File: src/logic/dcache_pkg.sv
`default_nettype none

package dcache_pkg;

    // core and memory bus widths
    localparam int ADDR_W     = 16;
    localparam int MEM_ADDR_W = 12;
    localparam int WORD_W     = 32;
    localparam int BEAT_W     = 128;

    // cache geometry
    localparam int LINE_BYTES = 64;
    localparam int BEATS      = 4;
    localparam int BEAT_IDX_W = 2;
    localparam int SETS       = 8;
    localparam int WAYS       = 2;
    localparam int IDX_W      = 3;
    localparam int WAY_W      = 1;

    // address fields are tag [15:9], set index [8:6], line offset [5:0]
    localparam int TAG_W      = 7;
    localparam int OFS_W      = 6;

    // top bit set means zero extension on loads
    typedef enum logic [2:0] {
        BYTE   = 3'b000,
        HALF   = 3'b001,
        WORD   = 3'b010,
        BYTE_U = 3'b100,
        HALF_U = 3'b101
    } mem_dtype_t;

    typedef enum logic [1:0] {
        RESET,
        READY,
        MISS,
        EVICT
    } dcache_state_t;

endpackage

`default_nettype wire

File: src/logic/dcache_load_align.sv
`default_nettype none

module dcache_load_align (
    input  wire  [dcache_pkg::WORD_W-1:0] rd_word,
    input  wire  dcache_pkg::mem_dtype_t  rd_dtype,
    input  wire  [1:0]                    rd_offset,
    output logic [dcache_pkg::WORD_W-1:0] rsp_data
);

    logic [7:0]  byte_sel;
    logic [15:0] half_sel;
    logic        sext;

    assign byte_sel = rd_word[rd_offset*8 +: 8];
    // odd offsets are misaligned, so only the upper offset bit picks the half
    assign half_sel = rd_word[{rd_offset[1], 4'b0000} +: 16];
    assign sext     = !rd_dtype[2];

    always_comb begin
        rsp_data = '0;
        case (rd_dtype)
            dcache_pkg::BYTE, dcache_pkg::BYTE_U: begin
                rsp_data = {{24{byte_sel[7] & sext}}, byte_sel};
            end
            dcache_pkg::HALF, dcache_pkg::HALF_U: begin
                if (!rd_offset[0]) begin
                    rsp_data = {{16{half_sel[15] & sext}}, half_sel};
                end
            end
            dcache_pkg::WORD: begin
                if (rd_offset == 2'b00) begin
                    rsp_data = rd_word;
                end
            end
            default: rsp_data = '0;
        endcase
    end

endmodule

`default_nettype wire

File: config.mk
export PLATFORM = sky130hd
export DESIGN_NAME = dcache_load_align
export DESIGN_NICKNAME = d
export VERILOG_FILES = /design/src/logic/dcache_pkg.sv /design/src/logic/dcache_load_align.sv
export SDC_FILE = /design/constraint.sdc
export NUM_CORES = 1
export LEC_CHECK = 0
export ABC_AREA = 1
export BUFFER_PORTS_ARGS = -buffer_cell sky130_fd_sc_hd__buf_2
export CORE_MARGIN = 4
export CORE_UTILIZATION = 42
export DETAILED_ROUTE_END_ITERATION = 6
export PLACE_DENSITY = 0.77
export SLEW_MARGIN = 40
export SYNTH_ARGS = -nofsm -noshare
export SYNTH_HDL_FRONTEND = slang
export SYNTH_SLANG_ARGS = --single-unit
File: constraint.sdc
create_clock -name vclk -period 3.3
set_input_delay 0.66 -clock vclk [all_inputs]
set_output_delay 0.66 -clock vclk [all_outputs]
set_load 0.05 [all_outputs]
==> metrics <==
Nets=383; crit path capture type=primary output; via count=1833; Final Util=56.5%; setup TNS=0 ps; Final Cycle Share=85.6%; # DRC=0; Hold Path Origin=rd_word[7]; ANT cells=0; Via density=4.89; Die H=61.8 um; all-layer global routing usage=21.0%; most common cell after layout, fill and taps aside=nand2_1; share of the synthesized area in the top cell type=51.3%; full die area=3820 um^2; total grt overflow=0; CORE AREA=2760 um^2; Flop pwr share=0%; Crit path largest cell delay=350 ps; Fmax=0.354 GHz; fin. max-slew vios=0; highest-count cells in the layout ignoring fill and taps=nand2_1 (166), buf_2 (69), inv_1 (43), nand4_1 (23), o21ai_0 (14); # IOs=69; Pint=66.1 uW; Slew Limit Headroom=71.1%; sequential-to-total area share from yosys stat=0%; chip width=61.8 um; post-synth top area cell=nand2_1; Worst Hold Path EP=rsp_data[7]; WHS=1800 ps; ANT nets after route=0; first-pass GRT wire length=6450 um; hold-critical path depth=4; Initial DRC Count=86; slew of the pin with the lowest slew margin=432 ps; Final Critical Period=2820 ps; Crit-path slowest cell=nand3_2; Sw Share=73.3%; first-pass detailed-route iteration total=4; Post-CTS Setup Bufs=0; Gate Count Post-Synth=285; fraction of layout cells with a size suffix above 1=23.5%; Worst Hold Class=input pin to primary output; WP data required=2640 ps; Crit Path Max Fanout=25; post-DR wirelength/cell=10.5 um; Register Area=0 um^2; unrepaired setup endpoints after global routing=no; seq_cells=0; hpwl dp=3130 um; Clk pwr share=0%; crit path DAT=2160 ps; Pwr per Cell Area=159 nW/um^2; Worst VDD drop=0.000113 V; Max Cap Viol=0; CP Cell Sequence=buf_2, inv_1, nand2_1, nand2_1, nand3_2, nand2_1, buf_2; critical path class=input pin to primary output; Final Setup Violations=0; CTS resizes=0; Mapped Area=1210 um^2; port bufs=69; clock buffer count=0; status=finished clean; synthesized area per cell=4.26 um^2; initial antenna violation count=0; Critical Path Source Type=input pin; Hold Buf Count CTS=0; starting density of the core=44.1%; synth warn=0; vias in the first global route=1529; Leak=0.00122 uW; synthesized netlist net count=322; Net Switching=181 uW; Netlist cell types=16; crit-path most repeated cell=nand2_1; Post-Route WL=3950 um; # rows=19; Logic pwr share=100.0%; count of final hold-check violations=0; top post-synthesis cells by area=nand2_1 (51%), inv_1 (13%), nand4_1 (12%), o21ai_0 (5.8%), buf_2 (4.5%); largest net degree at the start of global routing=26; GP Congestion=0.887; Area Growth Syn to Fin=28.3%
-- layout make-up --
cell class	instances	area, um^2
fillers	300	1200
multi-input cells	223	953
repair buffers	76	398
inverters	45	169
well taps	31	38.8
-- per-stage QoR --
| step | cells | total power [uW] | setup slack, ps | area (um^2) |
|---|---|---|---|---|
| after floorplan | 285 | 177 | 898 | 1210 |
| after global placement | 375 | 245 | 499 | 1560 |
| after detailed placement | 375 | 247 | 477 | 1560 |
| after CTS | 375 | 247 | 471 | 1560 |
| after global routing | 375 | 272 | 281 | 1560 |
| final | 375 | 247 | 476 | 1560 |
-- power by group through the flow --
stage          combinational [uW]  clock [uW]  sequential [uW]
2_1_floorplan                 177           0                0
3_3_place_gp                  245           0                0
3_5_place_dp                  247           0                0
4_1_cts                       247           0                0
5_1_grt                       272           0                0
6_report                      247           0                0
-- cell usage after synthesis (all sizes together) --
| cell type | n |
|---|---|
| nand3b | 1 |
| a21oi | 1 |
| nand3 | 13 |
| nor2 | 5 |
| clkbuf | 2 |
| clkinv | 1 |
| nand2 | 166 |
| o21ai | 14 |
| nand4 | 23 |
| buf | 15 |
| inv | 44 |
-- worst max-delay path by stage --
stage	slack, ps	depth (start not counted)	startpoint	to
CTS	470	8	rd_offset[1]	rsp_data[17]
detailed placement	480	8	rd_offset[1]	rsp_data[17]
finish	480	7	rd_offset[0]	rsp_data[17]
global route	280	9	rd_offset[1]	rsp_data[18]
floorplan	900	9	rd_offset[0]	rsp_data[5]
global placement	500	8	rd_offset[1]	rsp_data[9]
-- per-layer routing --
layer,part of all wire [%],vias to the layer above,GRT usage (%),wire (um)
li1,-,989,-,-
met1,42,770,28.3,1640
met2,50,72,37.7,1980
met3,7.7,2,0.620,306
met4,0.48,0,3.33,19
met5,0,-,0,0
-- critical path, delay by kind of cell --
kind / cells / cell delay (ps)
simple gates: 4 / 710
buf+inv: 3 / 780
-- logic make-up (layout without fill, tap and decap cells) --
| logic type | after synthesis | after routing | synth area share [%] |
|---|---|---|---|
| buffers and inverters | 62 | 121 | 21.5 |
| AND/OR/NAND/NOR | 208 | 208 | 72.3 |
| AO/OA/AOI/OAI | 15 | 15 | 6.18 |
Note: power is estimated with default switching activity, not from simulation.
