File: src/logic/dcache_pkg.sv
`default_nettype none

package dcache_pkg;

    // core and memory bus widths
    localparam int ADDR_W     = 16;
    localparam int MEM_ADDR_W = 12;
    localparam int WORD_W     = 32;
    localparam int BEAT_W     = 128;

    // cache geometry
    localparam int LINE_BYTES = 64;
    localparam int BEATS      = 4;
    localparam int BEAT_IDX_W = 2;
    localparam int SETS       = 8;
    localparam int WAYS       = 2;
    localparam int IDX_W      = 3;
    localparam int WAY_W      = 1;

    // address fields are tag [15:9], set index [8:6], line offset [5:0]
    localparam int TAG_W      = 7;
    localparam int OFS_W      = 6;

    // top bit set means zero extension on loads
    typedef enum logic [2:0] {
        BYTE   = 3'b000,
        HALF   = 3'b001,
        WORD   = 3'b010,
        BYTE_U = 3'b100,
        HALF_U = 3'b101
    } mem_dtype_t;

    typedef enum logic [1:0] {
        RESET,
        READY,
        MISS,
        EVICT
    } dcache_state_t;

endpackage

`default_nettype wire

File: src/logic/dcache_lru.sv
`default_nettype none

module dcache_lru (
    input  wire                           clk,
    input  wire                           rst,
    input  wire  [dcache_pkg::ADDR_W-1:0] lookup_addr,
    input  wire                           lru_touch,
    input  wire  [dcache_pkg::WAY_W-1:0]  lru_way,
    input  wire  [dcache_pkg::IDX_W-1:0]  lru_set,
    output logic [dcache_pkg::WAY_W-1:0]  victim_way
);

    // age 0 is most recent, ages in a set are always a permutation
    logic [dcache_pkg::WAY_W-1:0] age [dcache_pkg::WAYS][dcache_pkg::SETS];
    logic [dcache_pkg::IDX_W-1:0] idx;

    assign idx = lookup_addr[dcache_pkg::OFS_W +: dcache_pkg::IDX_W];

    always_comb begin
        victim_way = '0;
        for (int w = 0; w < dcache_pkg::WAYS; w++) begin
            if (&age[w][idx]) begin
                victim_way = w[dcache_pkg::WAY_W-1:0];
            end
        end
    end

    always_ff @(posedge clk) begin
        if (rst) begin
            for (int w = 0; w < dcache_pkg::WAYS; w++) begin
                for (int s = 0; s < dcache_pkg::SETS; s++) begin
                    age[w][s] <= w[dcache_pkg::WAY_W-1:0];
                end
            end
        end else if (lru_touch) begin
            // ways younger than the touched one get one step older
            for (int w = 0; w < dcache_pkg::WAYS; w++) begin
                if (age[w][lru_set] < age[lru_way][lru_set]) begin
                    age[w][lru_set] <= age[w][lru_set] + 1'b1;
                end
            end
            age[lru_way][lru_set] <= '0;
        end
    end

endmodule

`default_nettype wire

File: config.mk
export PLATFORM = sky130hd
export DESIGN_NAME = dcache_lru
export DESIGN_NICKNAME = d
export VERILOG_FILES = /design/src/logic/dcache_pkg.sv /design/src/logic/dcache_lru.sv
export SDC_FILE = /design/constraint.sdc
export NUM_CORES = 1
export LEC_CHECK = 0
export BUFFER_PORTS_ARGS = -buffer_cell sky130_fd_sc_hd__clkbuf_2
export CORE_MARGIN = 3
export CORE_UTILIZATION = 35
export CTS_CLUSTER_SIZE = 14
export DETAILED_ROUTE_END_ITERATION = 10
export GPL_TIMING_DRIVEN = 1
export PLACE_DENSITY = 0.52
export SLEW_MARGIN = 20
export SYNTH_ARGS = -nofsm -noshare
export SYNTH_HDL_FRONTEND = slang
export SYNTH_SLANG_ARGS = --single-unit
File: constraint.sdc
create_clock -name clk -period 3.7 [get_ports clk]
set_clock_uncertainty 0.15 [all_clocks]
set_input_delay 0.74 -clock clk [delete_from_list [all_inputs] [get_ports clk]]
set_output_delay 0.74 -clock clk [all_outputs]
set_load 0.02 [all_outputs]
==> results.tsv, run 1 <==
stage	metric	value	unit
global_route	grt_usage	0.157	
global_route	grt_max_degree	26	
hold_path	hold_class	flip-flop to flip-flop	
critical_path	timing.rr.end	age[0][6]	
critical_path	crit_start	lru_set[0]	
timing	fin_crit	2.67	ns
power	p_int	0.000238	W
critical_path	r2r_slack	1.65	ns
status	status	completed	
clocking	cts_hold_buf	0	
die	rows	20	
yosys	yosysSeqAreaShare	0.260	
critical_path	critPathCaptureType	flip-flop	
yosys	ys.warnings.count	0	
layout	final_nets	158	
layout	final_core_util	0.402	
timing	finalSetupViolations	0	
clocking	post_cts_buffers	0	
clocking	clk_path_buf_depth	2	
power	seq_power_share	0.519	
route	vias	1060	
timing	finalHoldViolations	0	
critical_path	crit_end	age[0][6]	
timing	setup_tns	0	ns
power	power.switching	0.000105	W
global_route	antenna_found_initial	0	
yosys	synthesis.area	0.00123	sq mm
layout	n_fill_cell	358	
route	wl_met3	149	microns
placed_design	place_congestion	0.861	
critical_path	timing_worst_setup_path_type	input pin to flip-flop	
route	vias_per_cell	5.99	
clocking	cts_tree	built	
timing	rsz0062_at_grt	false	
layout	n_antenna_cell	0	
route	drt_iter0_markers	67	
global_route	grt_pass1_wl	5110	microns
route	top_layer	met4	
layout	largest_reg_flops	16	
clocking	htreeDepth	1	
global_route	gr-total-overflow	0	
critical_path	arrival	2.68	ns
flow_run	drv_cap	0	
die	coreArea	0.00320	sq mm
power	power_density	266	mW/mm^2
route	drtPass1Iterations	4	
power	power_frac_clock	0.271	
critical_path	cpMaxStageDelayCell	a22oi_4	
critical_path	slowest_delay	0.50	ns
die	initial_utilization	0.384	
route	wl	3050	microns
layout	syn2layout_area_growth	4.78	%
route	detail-route-antenna-nets	0	
yosys	synth-edff-count	0	
layout	post_route_cells_drive_above_1_share	0.271	
yosys	yosys_most_used_dff	dfxtp_1	
critical_path	crit_chain	clkbuf_2, mux2_1, a32oi_2, o311ai_4, a22oi_4, o31ai_1	
route	wl_met2	1480	microns
route	drc	0	
placed_design	hpwlAfterDp	2260	microns
critical_path	crit_path_max_fanout	25	
die	pin_count	24	
timing	setup_slack	1.03	ns
route	wire_per_inst	17.2	microns
power	p_leak	0.423	nW
yosys	synth_seq_cells	16	
clocking	root_buffer	clkbuf_4	
die	dieArea	0.00426	sq mm
clocking	path_clk_slew	0.09	ns
timing	tightest_slew	0.718	ns
yosys	syn-num-nets	152	
yosys	synth_cell_type_count	40	
critical_path	start_kind	input pin	
yosys	avgSynthCellArea	9.53	sq um
timing	fmax	374	MHz
global_route	grt_pass1_vias	1022	
placed_design	port_buffers	10	
clocking	cts_num_sinks	16	
layout	reg_top3	age x16	
power	swShare	0.306	
die	fp.dieW	65.3	microns
yosys	syn_inst	129	
critical_path	r2r_start	age[1][2]	
layout	top_register	age	
yosys	async_flop_share	0	
placed_design	dp_slack	0.732	ns
die	die_h	65.3	microns
route	drt-met1-wl	1400	microns
critical_path	worstRegToRegCells	5	
clocking	clock_latency	0.29	ns
clocking	cts_resized	0	
timing	relSlewSlack	0.521	
critical_path	required	3.71	ns
clocking	cts_buffers	3	
power	vdd_drop_max	0.162	mV
timing	period_share	0.722	
power	comb_power_share	0.210	
timing	finalMaxSlewViolations	0	
## per-layer routing
layer	up-vias	global-route usage
li1	511	-
met1	524	0.201
met2	20	0.263
met3	5	0.0444
met4	0	0.0311
met5	-	0
## how the worst min path moves through the flow
| stage | start | to | cells past startpoint |
|---|---|---|---|
| finish | age[0][3] | age[0][3] | 2 |
| global route | age[0][3] | age[0][3] | 2 |
| CTS | age[0][3] | age[0][3] | 2 |
| detailed placement | age[0][3] | age[0][3] | 2 |
| global placement | age[0][3] | age[0][3] | 2 |
| floorplan | age[0][3] | age[0][3] | 2 |
## area by class of cell
cell class	count	area, sq um	share of cell area
repair buffers	10	50.0	0.0388
clock buffers	3	22.5	0.0175
well taps	44	55.1	0.0427
flip-flops and latches	16	320	0.249
multi-input cells	100	826	0.641
inverters	4	15.0	0.0117
## power by group through the flow
stage	Combinational (W)	Clock, W	Sequential, W
5_1_grt	0.0000789	0.000105	0.000179
4_1_cts	0.0000721	0.0000982	0.000178
2_1_floorplan	0.0000586	0	0.000181
6_report	0.0000721	0.0000931	0.000178
3_3_place_gp	0.0000708	0	0.000182
3_5_place_dp	0.0000719	0	0.000182
## metrics by stage
| step | cells | total power (W) | cell area, sq um | hold slack [ns] |
|---|---|---|---|---|
| floorplan | 129 | 0.000239 | 1230 | 0.295 |
| global placement | 174 | 0.000253 | 1270 | 0.309 |
| detailed placement | 174 | 0.000254 | 1270 | 0.317 |
| CTS | 177 | 0.000348 | 1290 | 0.330 |
| global route | 177 | 0.000363 | 1290 | 0.348 |
| finish | 177 | 0.000343 | 1290 | 0.327 |
## cells in the final DEF (no fill, tap or decap), types with 3 or more instances in the layout
master    netlist  final
a22oi_1         3      3
o41ai_2         6      6
mux4_2          4      4
o31ai_1         4      4
nand2b_1        5      5
nand4_1         3      3
nor2b_1         4      4
a21oi_1         6      6
nor3_1          3      3
or3_1           4      4
dfxtp_1        16     16
clkbuf_4        0      3
nand3_1         6      6
nor2_1          7      7
mux2i_1         5      5
clkbuf_2        0     10
nand2_1        14     14
## critical path, delay by kind of cell
| kind | cells | cell delay (ns) |
|---|---|---|
| mux | 1 | 0.40 |
| compound gates | 4 | 1.08 |
| buf+inv | 1 | 0.44 |
## Yosys cell counts, drive strengths merged, types with 2 or more instances
cell type	count	area [sq um]
a211o	2	17.5
a21oi	6	30.0
a22oi	6	68.8
a311oi	2	30.0
and2	2	12.5
buf	8	65.1
dfxtp	16	320
inv	4	15.0
mux2	4	48.8
mux2i	5	50.1
mux4	4	90.1
nand2	14	52.6
nand2b	5	31.3
nand3	6	30.0
nand4	3	18.8
nand4b	2	17.5
nor2	7	26.3
nor2b	4	25.0
nor3	3	15.0
o21ai	2	10.0
o311ai	2	35.0
o31ai	4	30.0
o41ai	6	97.6
or3	5	36.3
## logic make-up (layout without fill, tap and decap cells)
| group | Yosys count | in the layout | share of synthesized area |
|---|---|---|---|
| buf+inv | 13 | 17 | 0.0682 |
| compound gates | 34 | 34 | 0.291 |
| mux | 13 | 13 | 0.154 |
| simple gates | 53 | 53 | 0.227 |
| flops | 16 | 16 | 0.260 |
Note: power is estimated with default switching activity, not from simulation.
==> run 2, diff against run 1 <==
--- a/config.mk
+++ b/config.mk
@@ -11,7 +11,7 @@
 export CTS_CLUSTER_SIZE = 14
 export DETAILED_ROUTE_END_ITERATION = 10
 export GPL_TIMING_DRIVEN = 1
-export PLACE_DENSITY = 0.52
+export PLACE_DENSITY = 0.54
 export SLEW_MARGIN = 20
 export SYNTH_ARGS = -nofsm -noshare
 export SYNTH_HDL_FRONTEND = slang
==> constraint.sdc (replaced) <==
create_clock -name clk -period 2.1 [get_ports clk]
set_clock_uncertainty 0.15 [all_clocks]
set_input_delay 0.42 -clock clk [delete_from_list [all_inputs] [get_ports clk]]
set_output_delay 0.42 -clock clk [all_outputs]
set_load 0.02 [all_outputs]
==> run 2 against run 1 <==
  * Register-to-register slack worse by 1.5 ns
  * Non-clock buffer count grew 21
  * Wire length is 7.2% higher
  * Flip-flop and latch count unchanged
  * Via count grew 7.9%
  * Power grew 87%
==> results.tsv, run 2 (synthesized netlist as in run 1, its figures left out) <==
stage	metric	value	unit	change
route	wl	3270	microns	+7.2%
clocking	cts_tree	built		
power	power.switching	0.000193	W	+84%
power	swShare	0.301		-0.00528
critical_path	cp_num_buf_inv	1		unchanged
clocking	path_clk_slew	0.09	ns	about the same
timing	finalSetupViolations	0		unchanged
layout	post_route_cells_drive_above_1_share	0.422		+0.151
critical_path	required	1.53	ns	-2.18 ns
timing	finalHoldViolations	0		unchanged
status	status	completed		
die	die_h	65.3	microns	unchanged
critical_path	crit_path_max_fanout	4		-84%
flow_run	drv_cap	0		unchanged
critical_path	critPathCaptureType	primary output		
route	detail-route-antenna-nets	0		unchanged
layout	reg_top3	age x16		
timing	setup_tns	0	ns	unchanged
clocking	htreeDepth	1		unchanged
layout	final_common_cell	buf_4		
critical_path	timing_worst_setup_path_type	flip-flop to primary output		
timing	relSlewSlack	0.626		+0.105
route	vias	1144		+7.9%
die	pin_count	24		unchanged
layout	final_nets	179		+13%
layout	final_cells	198		+12%
critical_path	cpMaxStageDelayCell	mux4_2		
critical_path	path_depth	3		-3
power	power_frac_clock	0.257		-0.014
timing	whs	0.264	ns	-0.0630 ns
clocking	root_buffer	clkbuf_4		
timing	fin_crit	2.09	ns	
critical_path	start_kind	flip-flop		
clocking	cts_buffers	3		unchanged
power	vdd_drop_max	0.239	mV	+48%
layout	syn2layout_area_growth	20.4	%	
placed_design	place_congestion	0.842		-2.2%
clocking	clk_path_buf_depth	2		unchanged
die	dieArea	0.00426	sq mm	unchanged
placed_design	port_buffers	10		unchanged
global_route	grt_pass1_vias	1211		+18%
route	drtPass1Iterations	4		unchanged
layout	n_fill_cell	331		-7.5%
die	fp.dieW	65.3	microns	unchanged
timing	finalMaxSlewViolations	0		unchanged
power	power_density	433	mW/mm^2	+63%
die	initial_utilization	0.384		unchanged
die	coreArea	0.00320	sq mm	unchanged
clocking	cts_num_sinks	16		unchanged
layout	largest_reg_flops	16		unchanged
global_route	antenna_found_initial	0		unchanged
layout	top_register	age		
global_route	grt_usage	0.169		+0.0126
critical_path	crit_start	age[1][6]		
critical_path	crit_end	victim_way		
timing	fmax	478	MHz	
power	p_int	0.000449	W	+88%
timing	tightest_slew	0.547	ns	-0.171 ns
critical_path	crit_chain	mux4_2, mux2_4, buf_6		
power	comb_power_share	0.255		+0.045
die	rows	20		unchanged
critical_path	r2r_start	age[1][0]		
critical_path	slowest_delay	0.46	ns	-0.04 ns
clocking	cts_hold_buf	0		unchanged
critical_path	r2r_slack	0.20	ns	-1.45 ns
layout	mostFrequentLayoutCells	buf_4 (20), nand2_1 (14), clkbuf_2 (9)		
placed_design	hpwlAfterDp	2580	microns	+14%
route	drt_iter0_markers	42		-37%
route	wire_per_inst	16.5	microns	-4.2%
clocking	clock_latency	0.29	ns	about the same
critical_path	worstRegToRegCells	7		+2
route	vias_per_cell	5.78		-3.5%
timing	rsz0062_at_grt	true		
global_route	grt_pass1_wl	5590	microns	+9.3%
placed_design	placed_cells	194		+11%
critical_path	timing.rr.end	age[1][4]		
timing	period_share	0.995		
global_route	grt_max_degree	13		-50%
power	p_leak	0.534	nW	+26%
route	drc	0		unchanged
layout	final_core_util	0.463		+0.0602
global_route	gr-total-overflow	0		unchanged
critical_path	arrival	1.52	ns	-1.16 ns
layout	n_antenna_cell	0		unchanged
critical_path	path_delay_family	multiplexers		
power	seq_power_share	0.488		-0.031
hold_path	hold_class	input pin to flip-flop		
==> run 2: power groups by stage <==
stage               logic (W)  registers, W  clock network [W]
global placement     0.000158      0.000321                  0
global route         0.000178      0.000314           0.000181
finish               0.000164      0.000313           0.000165
detailed placement   0.000160      0.000321                  0
CTS                  0.000162      0.000313           0.000168
floorplan            0.000103      0.000319                  0
==> run 2: worst min path at each step <==
| stage | end | slack [ns] | from | depth (start not counted) |
|---|---|---|---|---|
| after CTS | age[1][0] | 0.27 | lru_touch | 3 |
| after floorplan | age[0][3] | 0.29 | age[0][3] | 2 |
| after detailed placement | age[0][3] | 0.32 | age[0][3] | 2 |
| after global routing | age[1][0] | 0.29 | lru_touch | 3 |
| final | age[1][0] | 0.26 | lru_touch | 3 |
| after global placement | age[0][3] | 0.31 | age[0][3] | 2 |
==> run 2: worst register-to-register path, cell delays in order (launching register included) <==
cell	delay (ns)
dfxtp_4	0.35
buf_4	0.15
mux2_2	0.28
a32oi_2	0.22
o311ai_4	0.15
a22oi_4	0.24
buf_12	0.17
o41ai_2	0.08
==> run 2: metal layers <==
layer | vias to the layer above | global-route usage | share of wire | wire length [microns]
met5 | - | 0 | 0 | 0
li1 | 551 | - | - | -
met4 | 0 | 0.0440 | 0.0079 | 26
met3 | 4 | 0.0376 | 0.040 | 130
met2 | 25 | 0.302 | 0.51 | 1680
met1 | 564 | 0.204 | 0.44 | 1440
==> run 2: cell type report <==
cell class / count / area, sq um / area share
Timing Repair Buffer: 31 / 226 / 0.153
Sequential cell: 16 / 333 / 0.225
Tap cell: 44 / 55.1 / 0.0372
Multi-Input combinational cell: 100 / 830 / 0.560
Clock buffer: 3 / 22.5 / 0.0152
Inverter: 4 / 15.0 / 0.0101
==> run 2: timing repair <==
action                     in CTS  in global routing
setup endpoints to repair       1                  1
hold endpoints to repair        0                  0
gates resized for setup         9                  4
buffers inserted                1                  0
==> run 2: through the flow <==
| stage | power, W | worst slack (ns) | instance area [sq um] |
|---|---|---|---|
| 2_1_floorplan | 0.000422 | 0.0832 | 1230 |
| 3_3_place_gp | 0.000479 | -0.0567 | 1430 |
| 3_5_place_dp | 0.000481 | -0.0609 | 1430 |
| 4_1_cts | 0.000643 | 0.000834 | 1470 |
| 5_1_grt | 0.000673 | -0.0319 | 1480 |
| 6_report | 0.000642 | 0.00986 | 1480 |
