### src/logic/dcache_pkg.sv
`default_nettype none

package dcache_pkg;

    // core and memory bus widths
    localparam int ADDR_W     = 16;
    localparam int MEM_ADDR_W = 12;
    localparam int WORD_W     = 32;
    localparam int BEAT_W     = 128;

    // cache geometry
    localparam int LINE_BYTES = 64;
    localparam int BEATS      = 4;
    localparam int BEAT_IDX_W = 2;
    localparam int SETS       = 8;
    localparam int WAYS       = 2;
    localparam int IDX_W      = 3;
    localparam int WAY_W      = 1;

    // address fields are tag [15:9], set index [8:6], line offset [5:0]
    localparam int TAG_W      = 7;
    localparam int OFS_W      = 6;

    // top bit set means zero extension on loads
    typedef enum logic [2:0] {
        BYTE   = 3'b000,
        HALF   = 3'b001,
        WORD   = 3'b010,
        BYTE_U = 3'b100,
        HALF_U = 3'b101
    } mem_dtype_t;

    typedef enum logic [1:0] {
        RESET,
        READY,
        MISS,
        EVICT
    } dcache_state_t;

endpackage

`default_nettype wire

### src/logic/dcache_tag_store.sv
`default_nettype none

module dcache_tag_store (
    input  wire                           clk,
    input  wire                           rst,
    input  wire  [dcache_pkg::ADDR_W-1:0] lookup_addr,
    input  wire                           fill_done,
    input  wire  [dcache_pkg::WAY_W-1:0]  fill_way,
    input  wire  [dcache_pkg::TAG_W-1:0]  fill_tag,
    input  wire                           store_en,
    input  wire  [dcache_pkg::WAY_W-1:0]  store_way,
    input  wire  [dcache_pkg::ADDR_W-1:0] store_addr,
    input  wire  [dcache_pkg::WAY_W-1:0]  victim_way,
    output logic                          hit,
    output logic [dcache_pkg::WAY_W-1:0]  hit_way,
    output logic                          victim_dirty,
    output logic [dcache_pkg::TAG_W-1:0]  victim_tag
);

    logic                         valid [dcache_pkg::WAYS][dcache_pkg::SETS];
    logic                         dirty [dcache_pkg::WAYS][dcache_pkg::SETS];
    logic [dcache_pkg::TAG_W-1:0] tag   [dcache_pkg::WAYS][dcache_pkg::SETS];

    logic [dcache_pkg::IDX_W-1:0] idx;
    logic [dcache_pkg::IDX_W-1:0] store_idx;

    assign idx       = lookup_addr[dcache_pkg::OFS_W +: dcache_pkg::IDX_W];
    assign store_idx = store_addr[dcache_pkg::OFS_W +: dcache_pkg::IDX_W];

    // compare all ways of the set in parallel
    always_comb begin
        hit     = 1'b0;
        hit_way = '0;
        for (int w = 0; w < dcache_pkg::WAYS; w++) begin
            if (valid[w][idx]
                && (tag[w][idx] == lookup_addr[dcache_pkg::ADDR_W-1 -: dcache_pkg::TAG_W])) begin
                hit     = 1'b1;
                hit_way = w[dcache_pkg::WAY_W-1:0];
            end
        end
        victim_dirty = dirty[victim_way][idx];
        victim_tag   = tag[victim_way][idx];
    end

    always_ff @(posedge clk) begin
        if (rst) begin
            for (int w = 0; w < dcache_pkg::WAYS; w++) begin
                for (int s = 0; s < dcache_pkg::SETS; s++) begin
                    valid[w][s] <= 1'b0;
                    dirty[w][s] <= 1'b0;
                end
            end
        end else if (fill_done) begin
            // freshly filled line matches memory
            valid[fill_way][idx] <= 1'b1;
            dirty[fill_way][idx] <= 1'b0;
        end else if (store_en) begin
            dirty[store_way][store_idx] <= 1'b1;
        end
    end

    always_ff @(posedge clk) begin
        if (fill_done) begin
            tag[fill_way][idx] <= fill_tag;
        end
    end

endmodule

`default_nettype wire

### config.mk
export PLATFORM = sky130hd
export DESIGN_NAME = dcache_tag_store
export DESIGN_NICKNAME = d
export VERILOG_FILES = /design/src/logic/dcache_pkg.sv /design/src/logic/dcache_tag_store.sv
export SDC_FILE = /design/constraint.sdc
export NUM_CORES = 1
export LEC_CHECK = 0
export BUFFER_PORTS_ARGS = -buffer_cell sky130_fd_sc_hd__buf_2
export CAP_MARGIN = 15
export CORE_UTILIZATION = 35
export DETAILED_ROUTE_END_ITERATION = 16
export GPL_ROUTABILITY_DRIVEN = 0
export SLEW_MARGIN = 40
export SYNTH_ARGS = -nofsm -noshare
export SYNTH_HDL_FRONTEND = slang
export SYNTH_SLANG_ARGS = --single-unit
### constraint.sdc
create_clock -name clk -period 2.7 [get_ports clk]
set_clock_uncertainty 0.15 [all_clocks]
set_input_delay 0.27 -clock clk [delete_from_list [all_inputs] [get_ports clk]]
set_output_delay 0.27 -clock clk [all_outputs]
set_load 0.005 [all_outputs]
==> results.rst, run 1 <==
.. list-table::
   :header-rows: 1

   * - Metric
     - Value
   * - Path type of the worst setup path
     - reg2out
   * - Starting density of the core
     - 35.7%
   * - CTS tree
     - built
   * - Number of vias in the routed layout
     - 4477
   * - Via count of the first global-routing pass
     - 4469
   * - Flop and latch count out of synthesis
     - 144
   * - PortBufs
     - 36
   * - Number of standard cells in the final layout excluding fillers
     - 837
   * - Hold violation count in the final report
     - 0
   * - Area fraction of the dominant cell type after synthesis
     - 62.3%
   * - Unique masters post-synth
     - 51
   * - Critical path data arrival time
     - 2.18 ns
   * - Top flip-flop cell by instance count after synthesis
     - edfxtp_1
   * - Switching part of the total
     - 24.7%
   * - Layout cell share with drive strength beyond 1
     - 32.7%
   * - Clock Tree Buf Depth
     - 2
   * - Async S/R FF share, synth
     - 0%
   * - Final worst path period share
     - 96.4%
   * - Setup repair after global routing missed its margin
     - yes
   * - Top-count cell post-synth
     - edfxtp_1
   * - Sink Count
     - 144
   * - Design internal power
     - 4.10 mW
   * - Area growth from synthesis to layout
     - 21.1%
   * - Static Leakage
     - 2.97 nW
   * - Count of pins over their slew limit
     - 0
   * - Net count after synthesis
     - 530
   * - Number of setup violations in the final report
     - 0
   * - Mean Syn Cell Area
     - 14.3 um^2
   * - Initial antenna violation count
     - 0
   * - Wirelength per Cell
     - 21.0 um
   * - Die X
     - 143 um
   * - Maximum fanout encountered on the critical timing path
     - 2
   * - Yosys warnings
     - 0
   * - Power density over the cells
     - 647 mW/mm^2
   * - DP HPWL
     - 12400 um
   * - Top post-synthesis cells by area
     - edfxtp_1 62%, mux4_2 7.1%, mux2i_1 5.9%, nor2_1 2.8%, mux2_2 2.6%
   * - Post-synthesis cell type with the largest combined area
     - edfxtp_1
   * - Cell Area, Placed
     - 0.00772 mm^2
   * - Largest net degree at the start of global routing
     - 29
   * - Part of the total power dissipated in sequential elements
     - 47.1%
   * - Min-Delay Path Class
     - in2reg
   * - Number of H-tree levels
     - 4
   * - Count of mapped cells out of synthesis
     - 484
   * - First-pass iteration count of the detailed router
     - 5
   * - Number of flops mapped to enable cells by yosys
     - 144
   * - Overall overflow remaining after global route
     - 0
   * - Post-route antenna net violation count
     - 0
   * - Count of max-cap constraint violations
     - 0
   * - Worst supply voltage drop on vdd
     - 0.463 mV
   * - Series of cell instances along the critical path
     - mux4_2 -> mux2i_4 -> xnor2_2 -> a2111oi_2 -> a21o_1 -> buf_2
   * - Kind of end point of the critical path
     - output pin
   * - Die Y
     - 143 um
   * - Peak Freq
     - 0.384 GHz
   * - Number of instances in the placed design
     - 804
   * - DRC violation count after routing
     - 0
   * - Syn Std Cell Area
     - 0.00694 mm^2
   * - Slew of the pin with the lowest slew margin
     - 0.477 ns
   * - WHS
     - 0.0709 ns
   * - Setup TNS
     - 0 ns
   * - Post-layout net count
     - 605
   * - # IOs
     - 56
   * - CTS buffer count
     - 17
   * - Overall global routing resource usage
     - 18.1%
   * - Startpoint Class
     - register
   * - Via density per instance
     - 5.35
   * - First-iteration detailed-routing DRC count
     - 390
   * - Max-Slew Margin vs Limit
     - 67.9%
   * - Required time of the critical path
     - 2.28 ns
   * - Core footprint
     - 0.0195 mm^2
   * - Global-route wire length before repair
     - 26200 um
   * - Status
     - finished, final reports clean
   * - Delay of the slowest cell on the worst path
     - 0.51 ns
   * - Clock Power Share
     - 42.8%
   * - Synth top cells by count
     - 144 x edfxtp_1, 51 x nor2_1, 41 x mux2i_1, 22 x mux4_2, 22 x nor3_1
   * - Final Cell Area
     - 0.00840 mm^2
   * - Tmin final
     - 2.60 ns
   * - Number of placement rows
     - 51
   * - Fraction of the yosys area taken by sequential cells
     - 62.3%
   * - Clock transition at path regs
     - 0.06 ns
   * - Clk root buf
     - clkbuf_16
   * - Slowest library cell on the worst path
     - mux4_2
   * - Final Routed Wirelength
     - 17600 um
   * - Share of power burned in combinational logic
     - 10.1%
   * - Antenna diode count
     - 0
   * - Die footprint
     - 0.0204 mm^2
   * - P_sw
     - 1.34 mW
## power groups by stage
stage	registers [mW]	logic, mW	clock network, mW
after detailed placement	2.61	0.522	0
final	2.56	0.550	2.33
after global placement	2.60	0.510	0
after floorplan	2.60	0.324	0
after CTS	2.56	0.531	2.35
after global routing	2.57	0.590	2.43
## placed cells by master (no fill, tap or decap), types with 5 or more instances in the layout
cell type,synthesis,routed
mux2_2,16,16
a21oi_1,9,8
nand2_1,18,18
mux2i_1,41,35
edfxtp_1,144,144
nand2b_1,5,5
o21bai_1,9,9
inv_1,6,6
o21ai_0,10,10
clkbuf_16,0,17
and2_1,6,6
buf_4,2,50
buf_2,10,33
o22ai_1,18,18
mux4_2,22,23
buf_12,0,5
inv_6,0,7
nor3_1,22,22
nor2_1,51,51
or2_2,13,13
## cell type report
class | instances | area (um^2)
timing repair buffer | 90 | 656
inverter | 6 | 22.5
multi-input combinational | 300 | 2480
fill | 1746 | 11100
clock inverter | 15 | 164
tap | 265 | 332
clock buffer | 17 | 425
sequential | 144 | 4320
## cell families (layout without fill, tap and decap cells)
logic type | count (synthesis) | in the layout | share of synthesized area [%]
AOI/OAI and AO/OA | 70 | 70 | 6.87
xor gates and xnor gates | 9 | 9 | 1.14
buffers and inverters | 40 | 128 | 3.17
DFF | 144 | 144 | 62.3
muxes | 82 | 82 | 16.8
and+or+nand+nor | 139 | 139 | 9.72
## path summary, 6_finish.rpt
kind	startpoint	end	slack, ns	depth (start not counted)
worst min-delay path	fill_tag[1]	tag[1][1]	0.07	1
worst max-delay path	tag[0][13]	hit	0.1	6
## metrics by stage
step	power [mW]	setup WS, ns	util (%)
3_3_place_gp	3.11	0.0803	39.6
2_1_floorplan	2.92	0.445	-
3_5_place_dp	3.13	0.0382	39.6
4_1_cts	5.44	0.00718	42.8
6_report	5.44	0.0962	43.2
5_1_grt	5.59	-0.0165	43.2
## critical path: cells and delay by family (launching register included)
family          cells  cell delay, ns
xor+xnor            1            0.11
compound gates      2            0.45
buf+inv             1            0.11
flops               1            0.40
mux                 2            0.70
## flip-flops by register name, indices dropped and copies added, names as in the netlist
name	flops
valid	16
dirty	16
tag	112
## what timing repair did
item                       CTS  global route
setup endpoints to repair    1             2
buffers inserted             0             1
pin swaps                    0             3
hold buffers                 0             0
resized for setup            4            14
## metal layers
| metal | part of all wire, % | track usage [%] |
|---|---|---|
| met5 | 0 | 0 |
| met2 | 48 | 29.2 |
| met4 | 2.8 | 8.60 |
| met3 | 5.2 | 4.02 |
| met1 | 44 | 23.2 |
Note: power is estimated with default switching activity, not from simulation.
==> run 2, diff against run 1 <==
--- a/config.mk
+++ b/config.mk
@@ -7,9 +7,12 @@
 export LEC_CHECK = 0
 export BUFFER_PORTS_ARGS = -buffer_cell sky130_fd_sc_hd__buf_2
 export CAP_MARGIN = 15
+export CELL_PAD_IN_SITES_DETAIL_PLACEMENT = 1
+export CELL_PAD_IN_SITES_GLOBAL_PLACEMENT = 1
 export CORE_UTILIZATION = 35
 export DETAILED_ROUTE_END_ITERATION = 16
 export GPL_ROUTABILITY_DRIVEN = 0
+export PLACE_DENSITY_LB_ADDON = 0.1
 export SLEW_MARGIN = 40
 export SYNTH_ARGS = -nofsm -noshare
 export SYNTH_HDL_FRONTEND = slang
==> results.rst, run 2 (synthesis gave the netlist of run 1 again) <==
.. list-table::
   :header-rows: 1

   * - Metric
     - Value
   * - Initial antenna violation count
     - 0 (unchanged)
   * - Number of H-tree levels
     - 4 (unchanged)
   * - Number of instances in the placed design
     - 807 (+0.37%)
   * - Post-route antenna net violation count
     - 0 (unchanged)
   * - Number of cells on the worst hold path
     - 1 (unchanged)
   * - Clock Tree Buf Depth
     - 2 (unchanged)
   * - Setup TNS
     - 0 ns (unchanged)
   * - Kind of cell adding the most delay to the critical path
     - multiplexers
   * - Die X
     - 143 um (unchanged)
   * - Combined area of the multi-input logic cells
     - 0.00245 mm^2 (-0.91%)
   * - Overall global routing resource usage
     - 21.2% (+3.1 points)
   * - Layout cell share with drive strength beyond 1
     - 31.3% (-1.3 points)
   * - Min-Delay Path Class
     - in2reg
   * - Number of placement rows
     - 51 (unchanged)
   * - Hold violation count in the final report
     - 0 (unchanged)
   * - Number of setup violations in the final report
     - 0 (unchanged)
   * - Flip-flop count of the largest register, all copies and words added
     - 112 (unchanged)
   * - Maximum fanout encountered on the critical timing path
     - 2 (unchanged)
   * - Clk root buf
     - clkbuf_16
   * - Slowest library cell on the worst path
     - mux4_2
   * - Largest reg by FF count
     - tag
   * - Critical path data arrival time
     - 2.25 ns (+0.07 ns)
   * - PortBufs
     - 36 (unchanged)
   * - Die Y
     - 143 um (unchanged)
   * - Via count of the first global-routing pass
     - 4710 (+5.4%)
   * - Met2 Wirelength
     - 9980 um (+18%)
   * - Status
     - finished, violations left
   * - Final worst path period share
     - 99.0% (+2.6 points)
   * - Routed length on met1
     - 9220 um (+19%)
   * - WHS Endpoint
     - tag[0][41]
   * - Tmin final
     - 2.67 ns (+0.0704 ns)
   * - Final Routed Wirelength
     - 20100 um (+14%)
   * - DP HPWL
     - 14500 um (+17%)
   * - First-iteration detailed-routing DRC count
     - 285 (-27%)
   * - Required time of the critical path
     - 2.28 ns (about the same)
   * - Kind of end point of the critical path
     - output pin
   * - Peak Freq
     - 0.374 GHz (-2.6%)
   * - Setup repair after global routing missed its margin
     - yes
   * - Combined flip-flop and latch cell area
     - 0.00432 mm^2 (unchanged)
   * - Worst supply voltage drop on vdd
     - 0.470 mV (+1.6%)
   * - Area growth from synthesis to layout
     - 19.5%
   * - Buf+Inv Stages, Crit Path
     - 1 (unchanged)
   * - Violations in the final reports
     - DRC
   * - Core footprint
     - 0.0195 mm^2 (unchanged)
   * - # IOs
     - 56 (unchanged)
   * - Startpoint Class
     - register
   * - Clock transition at path regs
     - 0.06 ns (about the same)
   * - Path type of the worst setup path
     - reg2out
   * - Largest net degree at the start of global routing
     - 26 (-10%)
   * - CTS tree
     - built
   * - Global-route wire length before repair
     - 30000 um (+15%)
   * - Power density over the cells
     - 630 mW/mm^2 (-2.7%)
   * - Start point of the worst hold path
     - fill_tag[6]
   * - Via density per instance
     - 5.31 (-0.66%)
   * - Commonest non-fill, non-tap cell in the layout
     - edfxtp_1
   * - Number of standard cells in the final layout excluding fillers
     - 836 (-0.12%)
   * - Sink Count
     - 144 (unchanged)
   * - Slew of the pin with the lowest slew margin
     - 0.688 ns (+0.212 ns)
   * - Count of pins over their slew limit
     - 0 (unchanged)
   * - Largest regs
     - tag x112, dirty x16, valid x16
   * - Count of max-cap constraint violations
     - 0 (unchanged)
   * - Overall power
     - 5.22 mW (-4.0%)
   * - Post-layout net count
     - 607 (+0.33%)
   * - DRC violation count after routing
     - 2 (+2)
   * - Series of cell instances along the critical path
     - mux4_2 -> mux2i_4 -> xnor2_2 -> a2111oi_4 -> a21o_1 -> buf_2
   * - Number of fill cells
     - 2010 (+15%)
   * - Antenna diode count
     - 0 (unchanged)
   * - Max-Slew Margin vs Limit
     - 53.6% (-14 points)
   * - Hold buffer count at cts
     - 0 (unchanged)
   * - Commonest cells after routing, fill and taps aside
     - 144 x edfxtp_1, 53 x buf_4, 51 x nor2_1
   * - Wirelength per Cell
     - 24.1 um (+14%)
   * - CTS buffer count
     - 17 (unchanged)
   * - Highest metal used
     - met4
   * - Met3 wire length
     - 599 um (-35%)
   * - Overall overflow remaining after global route
     - 0 (unchanged)
   * - Delay of the slowest cell on the worst path
     - 0.51 ns (about the same)
   * - Starting density of the core
     - 35.7% (unchanged)
   * - Die footprint
     - 0.0204 mm^2 (unchanged)
   * - Static Leakage
     - 2.93 nW (-1.3%)
   * - First-pass iteration count of the detailed router
     - 11 (+6)
   * - Number of vias in the routed layout
     - 4442 (-0.78%)
run 2: cell types whose count changed in the layout (fill, tap and decap cells not counted), sizes merged:
cell	before	now
inv	16	6
clkbuf	19	23
clkinv	1	5
buf	88	91
clkinvlp	3	1
run 2: final cells by class:
cell class	count	area share (%)
Sequential cell	144	52.2
Multi-Input combinational cell	300	29.6
Timing Repair Buffer	92	7.80
Clock buffer	22	5.36
Tap cell	265	4.00
Clock inverter	7	0.800
Inverter	6	0.272
run 2: power breakdown:
part,switching [mW],total [mW],internal (mW),leakage [nW]
clock,0.847,2.09,1.24,0.249
sequential,0.0234,2.56,2.54,1.32
combinational,0.321,0.566,0.245,1.36
run 2: how the worst max path moves through the flow:
stage / depth (start not counted) / slack [ns] / end / startpoint
global route: 9 / -0.07 / hit / lookup_addr[7]
finish: 6 / 0.03 / hit / tag[0][16]
floorplan: 6 / 0.44 / valid[0][6] / lookup_addr[7]
CTS: 6 / 0.002 / hit / tag[0][16]
detailed placement: 9 / -0.04 / hit / lookup_addr[6]
global placement: 9 / 0.007 / hit / lookup_addr[6]
run 2: metal layers:
layer	GRT usage, %	vias to the layer above
met1	27.4	2311
li1	-	2036
met2	35.4	73
met3	4.06	22
met5	0	-
met4	7.92	0
run 2: timing repair:
action / in CTS / in global routing
endpoints found under the setup margin: 1 / 2
setup buffers: 0 / 0
gates resized for setup: 4 / 11
pin swaps: 1 / 1
run 2: metrics by stage:
| step | instance area, um^2 | util [%] | hold WS [ns] | worst slack (ns) |
|---|---|---|---|---|
| global route | 8290 | 42.6 | 0.0968 | -0.0671 |
| CTS | 8240 | 42.3 | 0.0697 | 0.00167 |
| finish | 8290 | 42.6 | 0.0897 | 0.0258 |
| floorplan | 6940 | - | 0.219 | 0.445 |
| detailed placement | 7710 | 39.6 | 0.518 | -0.0365 |
| global placement | 7710 | 39.6 | 0.510 | 0.00697 |
==> run 3, diff against run 2 <==
--- a/config.mk
+++ b/config.mk
@@ -9,6 +9,7 @@
 export CAP_MARGIN = 15
 export CELL_PAD_IN_SITES_DETAIL_PLACEMENT = 1
 export CELL_PAD_IN_SITES_GLOBAL_PLACEMENT = 1
+export CORE_MARGIN = 2
 export CORE_UTILIZATION = 35
 export DETAILED_ROUTE_END_ITERATION = 16
 export GPL_ROUTABILITY_DRIVEN = 0
==> results.rst, run 3 (synthesis gave the netlist of run 1 again) <==
.. list-table::
   :header-rows: 1

   * - Metric
     - Value
   * - End of the critical path
     - hit
   * - Slowest library cell on the worst path
     - mux4_2
   * - Die X
     - 145 um (+1.4%)
   * - Kind of end point of the critical path
     - output pin
   * - Sink Count
     - 144 (unchanged)
   * - Max-Slew Margin vs Limit
     - 59.5% (+5.8 points)
   * - Series of cell instances along the critical path
     - mux4_2 -> mux2i_4 -> xnor2_2 -> a2111oi_4 -> a21o_1 -> buf_2
   * - Combined area of the multi-input logic cells
     - 0.00251 mm^2 (+2.2%)
   * - Clock Tree Buf Depth
     - 2 (unchanged)
   * - # IOs
     - 56 (unchanged)
   * - Area growth from synthesis to layout
     - 22.0%
   * - Startpoint Class
     - register
   * - Post-layout net count
     - 607 (unchanged)
   * - Power density over the cells
     - 658 mW/mm^2 (+4.5%)
   * - Delay of the slowest cell on the worst path
     - 0.52 ns (about the same)
   * - Peak Freq
     - 0.379 GHz (+1.3%)
   * - Status
     - finished, final reports clean
   * - Critical Path Stages
     - 6 (unchanged)
   * - Largest regs
     - tag x112, dirty x16, valid x16
   * - Commonest cells after routing, fill and taps aside
     - 144 x edfxtp_1, 51 x nor2_1, 51 x buf_4
   * - Setup repair after global routing missed its margin
     - yes
   * - Clock transition at path regs
     - 0.06 ns (about the same)
   * - Number of H-tree levels
     - 4 (unchanged)
   * - Path type of the worst setup path
     - reg2out
   * - Core footprint
     - 0.0195 mm^2 (unchanged)
   * - Initial antenna violation count
     - 0 (unchanged)
   * - Critical path data arrival time
     - 2.22 ns (-0.03 ns)
   * - Worst supply voltage drop on vdd
     - 0.453 mV (-3.7%)
   * - Commonest non-fill, non-tap cell in the layout
     - edfxtp_1
   * - Hold buffer count at cts
     - 0 (unchanged)
   * - Final worst path period share
     - 97.8% (-1.3 points)
   * - Count of max-cap constraint violations
     - 0 (unchanged)
   * - Number of vias in the routed layout
     - 4474 (+0.72%)
   * - Setup repair bufs after CTS
     - 0 (unchanged)
   * - CTS buffer count
     - 17 (unchanged)
   * - Post-route antenna net violation count
     - 0 (unchanged)
   * - Wirelength per Cell
     - 24.0 um (-0.54%)
   * - Utilization after layout
     - 43.5% (+0.89 points)
   * - Overall global routing resource usage
     - 20.3% (-0.94 points)
   * - Count of pins over their slew limit
     - 0 (unchanged)
   * - Starting density of the core
     - 35.7% (unchanged)
   * - Clk root buf
     - clkbuf_16
   * - CTS tree
     - built
   * - Final Routed Wirelength
     - 20100 um (-0.30%)
   * - Global-route wire length before repair
     - 29900 um (-0.44%)
   * - Number of fill cells
     - 1974 (-1.8%)
   * - Largest net degree at the start of global routing
     - 34 (+31%)
   * - Crit. Startpoint
     - tag[0][2]
   * - Required time of the critical path
     - 2.28 ns (about the same)
   * - Overall overflow remaining after global route
     - 0 (unchanged)
   * - Number of standard cells in the final layout excluding fillers
     - 838 (+0.24%)
   * - Buf+Inv Stages, Crit Path
     - 1 (unchanged)
   * - Slew of the pin with the lowest slew margin
     - 0.606 ns (-0.0827 ns)
   * - Largest reg by FF count
     - tag
   * - Combined flip-flop and latch cell area
     - 0.00432 mm^2 (unchanged)
   * - Layout cell share with drive strength beyond 1
     - 32.8% (+1.5 points)
   * - Die Y
     - 145 um (+1.4%)
   * - First-iteration detailed-routing DRC count
     - 252 (-12%)
   * - First-pass iteration count of the detailed router
     - 4 (-7)
   * - Flip-flop count of the largest register, all copies and words added
     - 112 (unchanged)
   * - Tmin final
     - 2.64 ns (-0.0342 ns)
   * - Static Leakage
     - 2.97 nW (+1.4%)
   * - Min-Delay Path Class
     - in2reg
   * - Number of instances in the placed design
     - 807 (unchanged)
   * - Via count of the first global-routing pass
     - 4774 (+1.4%)
   * - DRC violation count after routing
     - 0 (-2)
   * - Hold violation count in the final report
     - 0 (unchanged)
   * - Number of setup violations in the final report
     - 0 (unchanged)
   * - PortBufs
     - 36 (unchanged)
   * - Die footprint
     - 0.0210 mm^2 (+2.8%)
   * - DP HPWL
     - 14200 um (-2.1%)
   * - Antenna diode count
     - 0 (unchanged)
   * - Kind of cell adding the most delay to the critical path
     - multiplexers
   * - Via density per instance
     - 5.34 (+0.48%)
   * - Maximum fanout encountered on the critical timing path
     - 2 (unchanged)
   * - Number of placement rows
     - 51 (unchanged)
-- run 3: cell count changes in the layout (fill, tap and decap cells not counted), sizes merged --
cell,previous run,this run
buf,91,92
clkbuf,23,18
bufinv,1,4
clkinvlp,1,4
-- run 3: worst min-delay path by stage --
stage | slack [ns] | from | depth (start not counted) | to
floorplan | 0.22 | fill_tag[0] | 0 | tag[0][0]
global placement | 0.51 | fill_tag[6] | 1 | tag[1][6]
detailed placement | 0.52 | fill_tag[1] | 1 | tag[1][1]
CTS | 0.08 | fill_tag[1] | 1 | tag[1][8]
global route | 0.09 | fill_tag[3] | 1 | tag[0][45]
finish | 0.09 | fill_tag[3] | 1 | tag[0][52]
-- run 3: per-layer routing --
layer | track usage [%] | wire length, um | up-vias
li1 | - | - | 2041
met5 | 0 | 0 | -
met4 | 8.79 | 571 | 0
met1 | 27.0 | 9000 | 2316
met3 | 2.96 | 760 | 30
met2 | 33.1 | 9750 | 87
-- run 3: repair_timing --
action | in CTS | in global routing
pin swaps | 0 | 5
setup endpoints to repair | 2 | 2
resized for setup | 4 | 18
gates cloned | 0 | 0
-- run 3: area by class of cell --
| class | count | area share (%) |
|---|---|---|
| clock buffers | 18 | 5.07 |
| clock inverters | 13 | 2.01 |
| inverters | 6 | 0.266 |
| multi-input cells | 300 | 29.6 |
| flip-flops and latches | 144 | 51.1 |
| well taps | 265 | 3.92 |
| repair buffers | 92 | 8.01 |
-- run 3: where the power goes --
| group | internal, mW | switching [mW] |
|---|---|---|
| Clock | 1.52 | 0.902 |
| Combinational | 0.256 | 0.322 |
| Sequential | 2.54 | 0.0238 |
| Total | 4.32 | 1.25 |
-- run 3: per-stage QoR --
stage | total power, mW | TNS [ns] | hold slack (ns) | instance area [um^2] | setup slack [ns]
after floorplan | 2.92 | 0 | 0.219 | 6940 | 0.445
after global placement | 3.15 | 0 | 0.514 | 7750 | 0.0450
after detailed placement | 3.17 | 0 | 0.525 | 7750 | 0.0605
after CTS | 5.60 | 0 | 0.0815 | 8360 | 0.00153
after global routing | 5.75 | -0.0576 | 0.0922 | 8460 | -0.0576
final | 5.57 | 0 | 0.0887 | 8460 | 0.0600
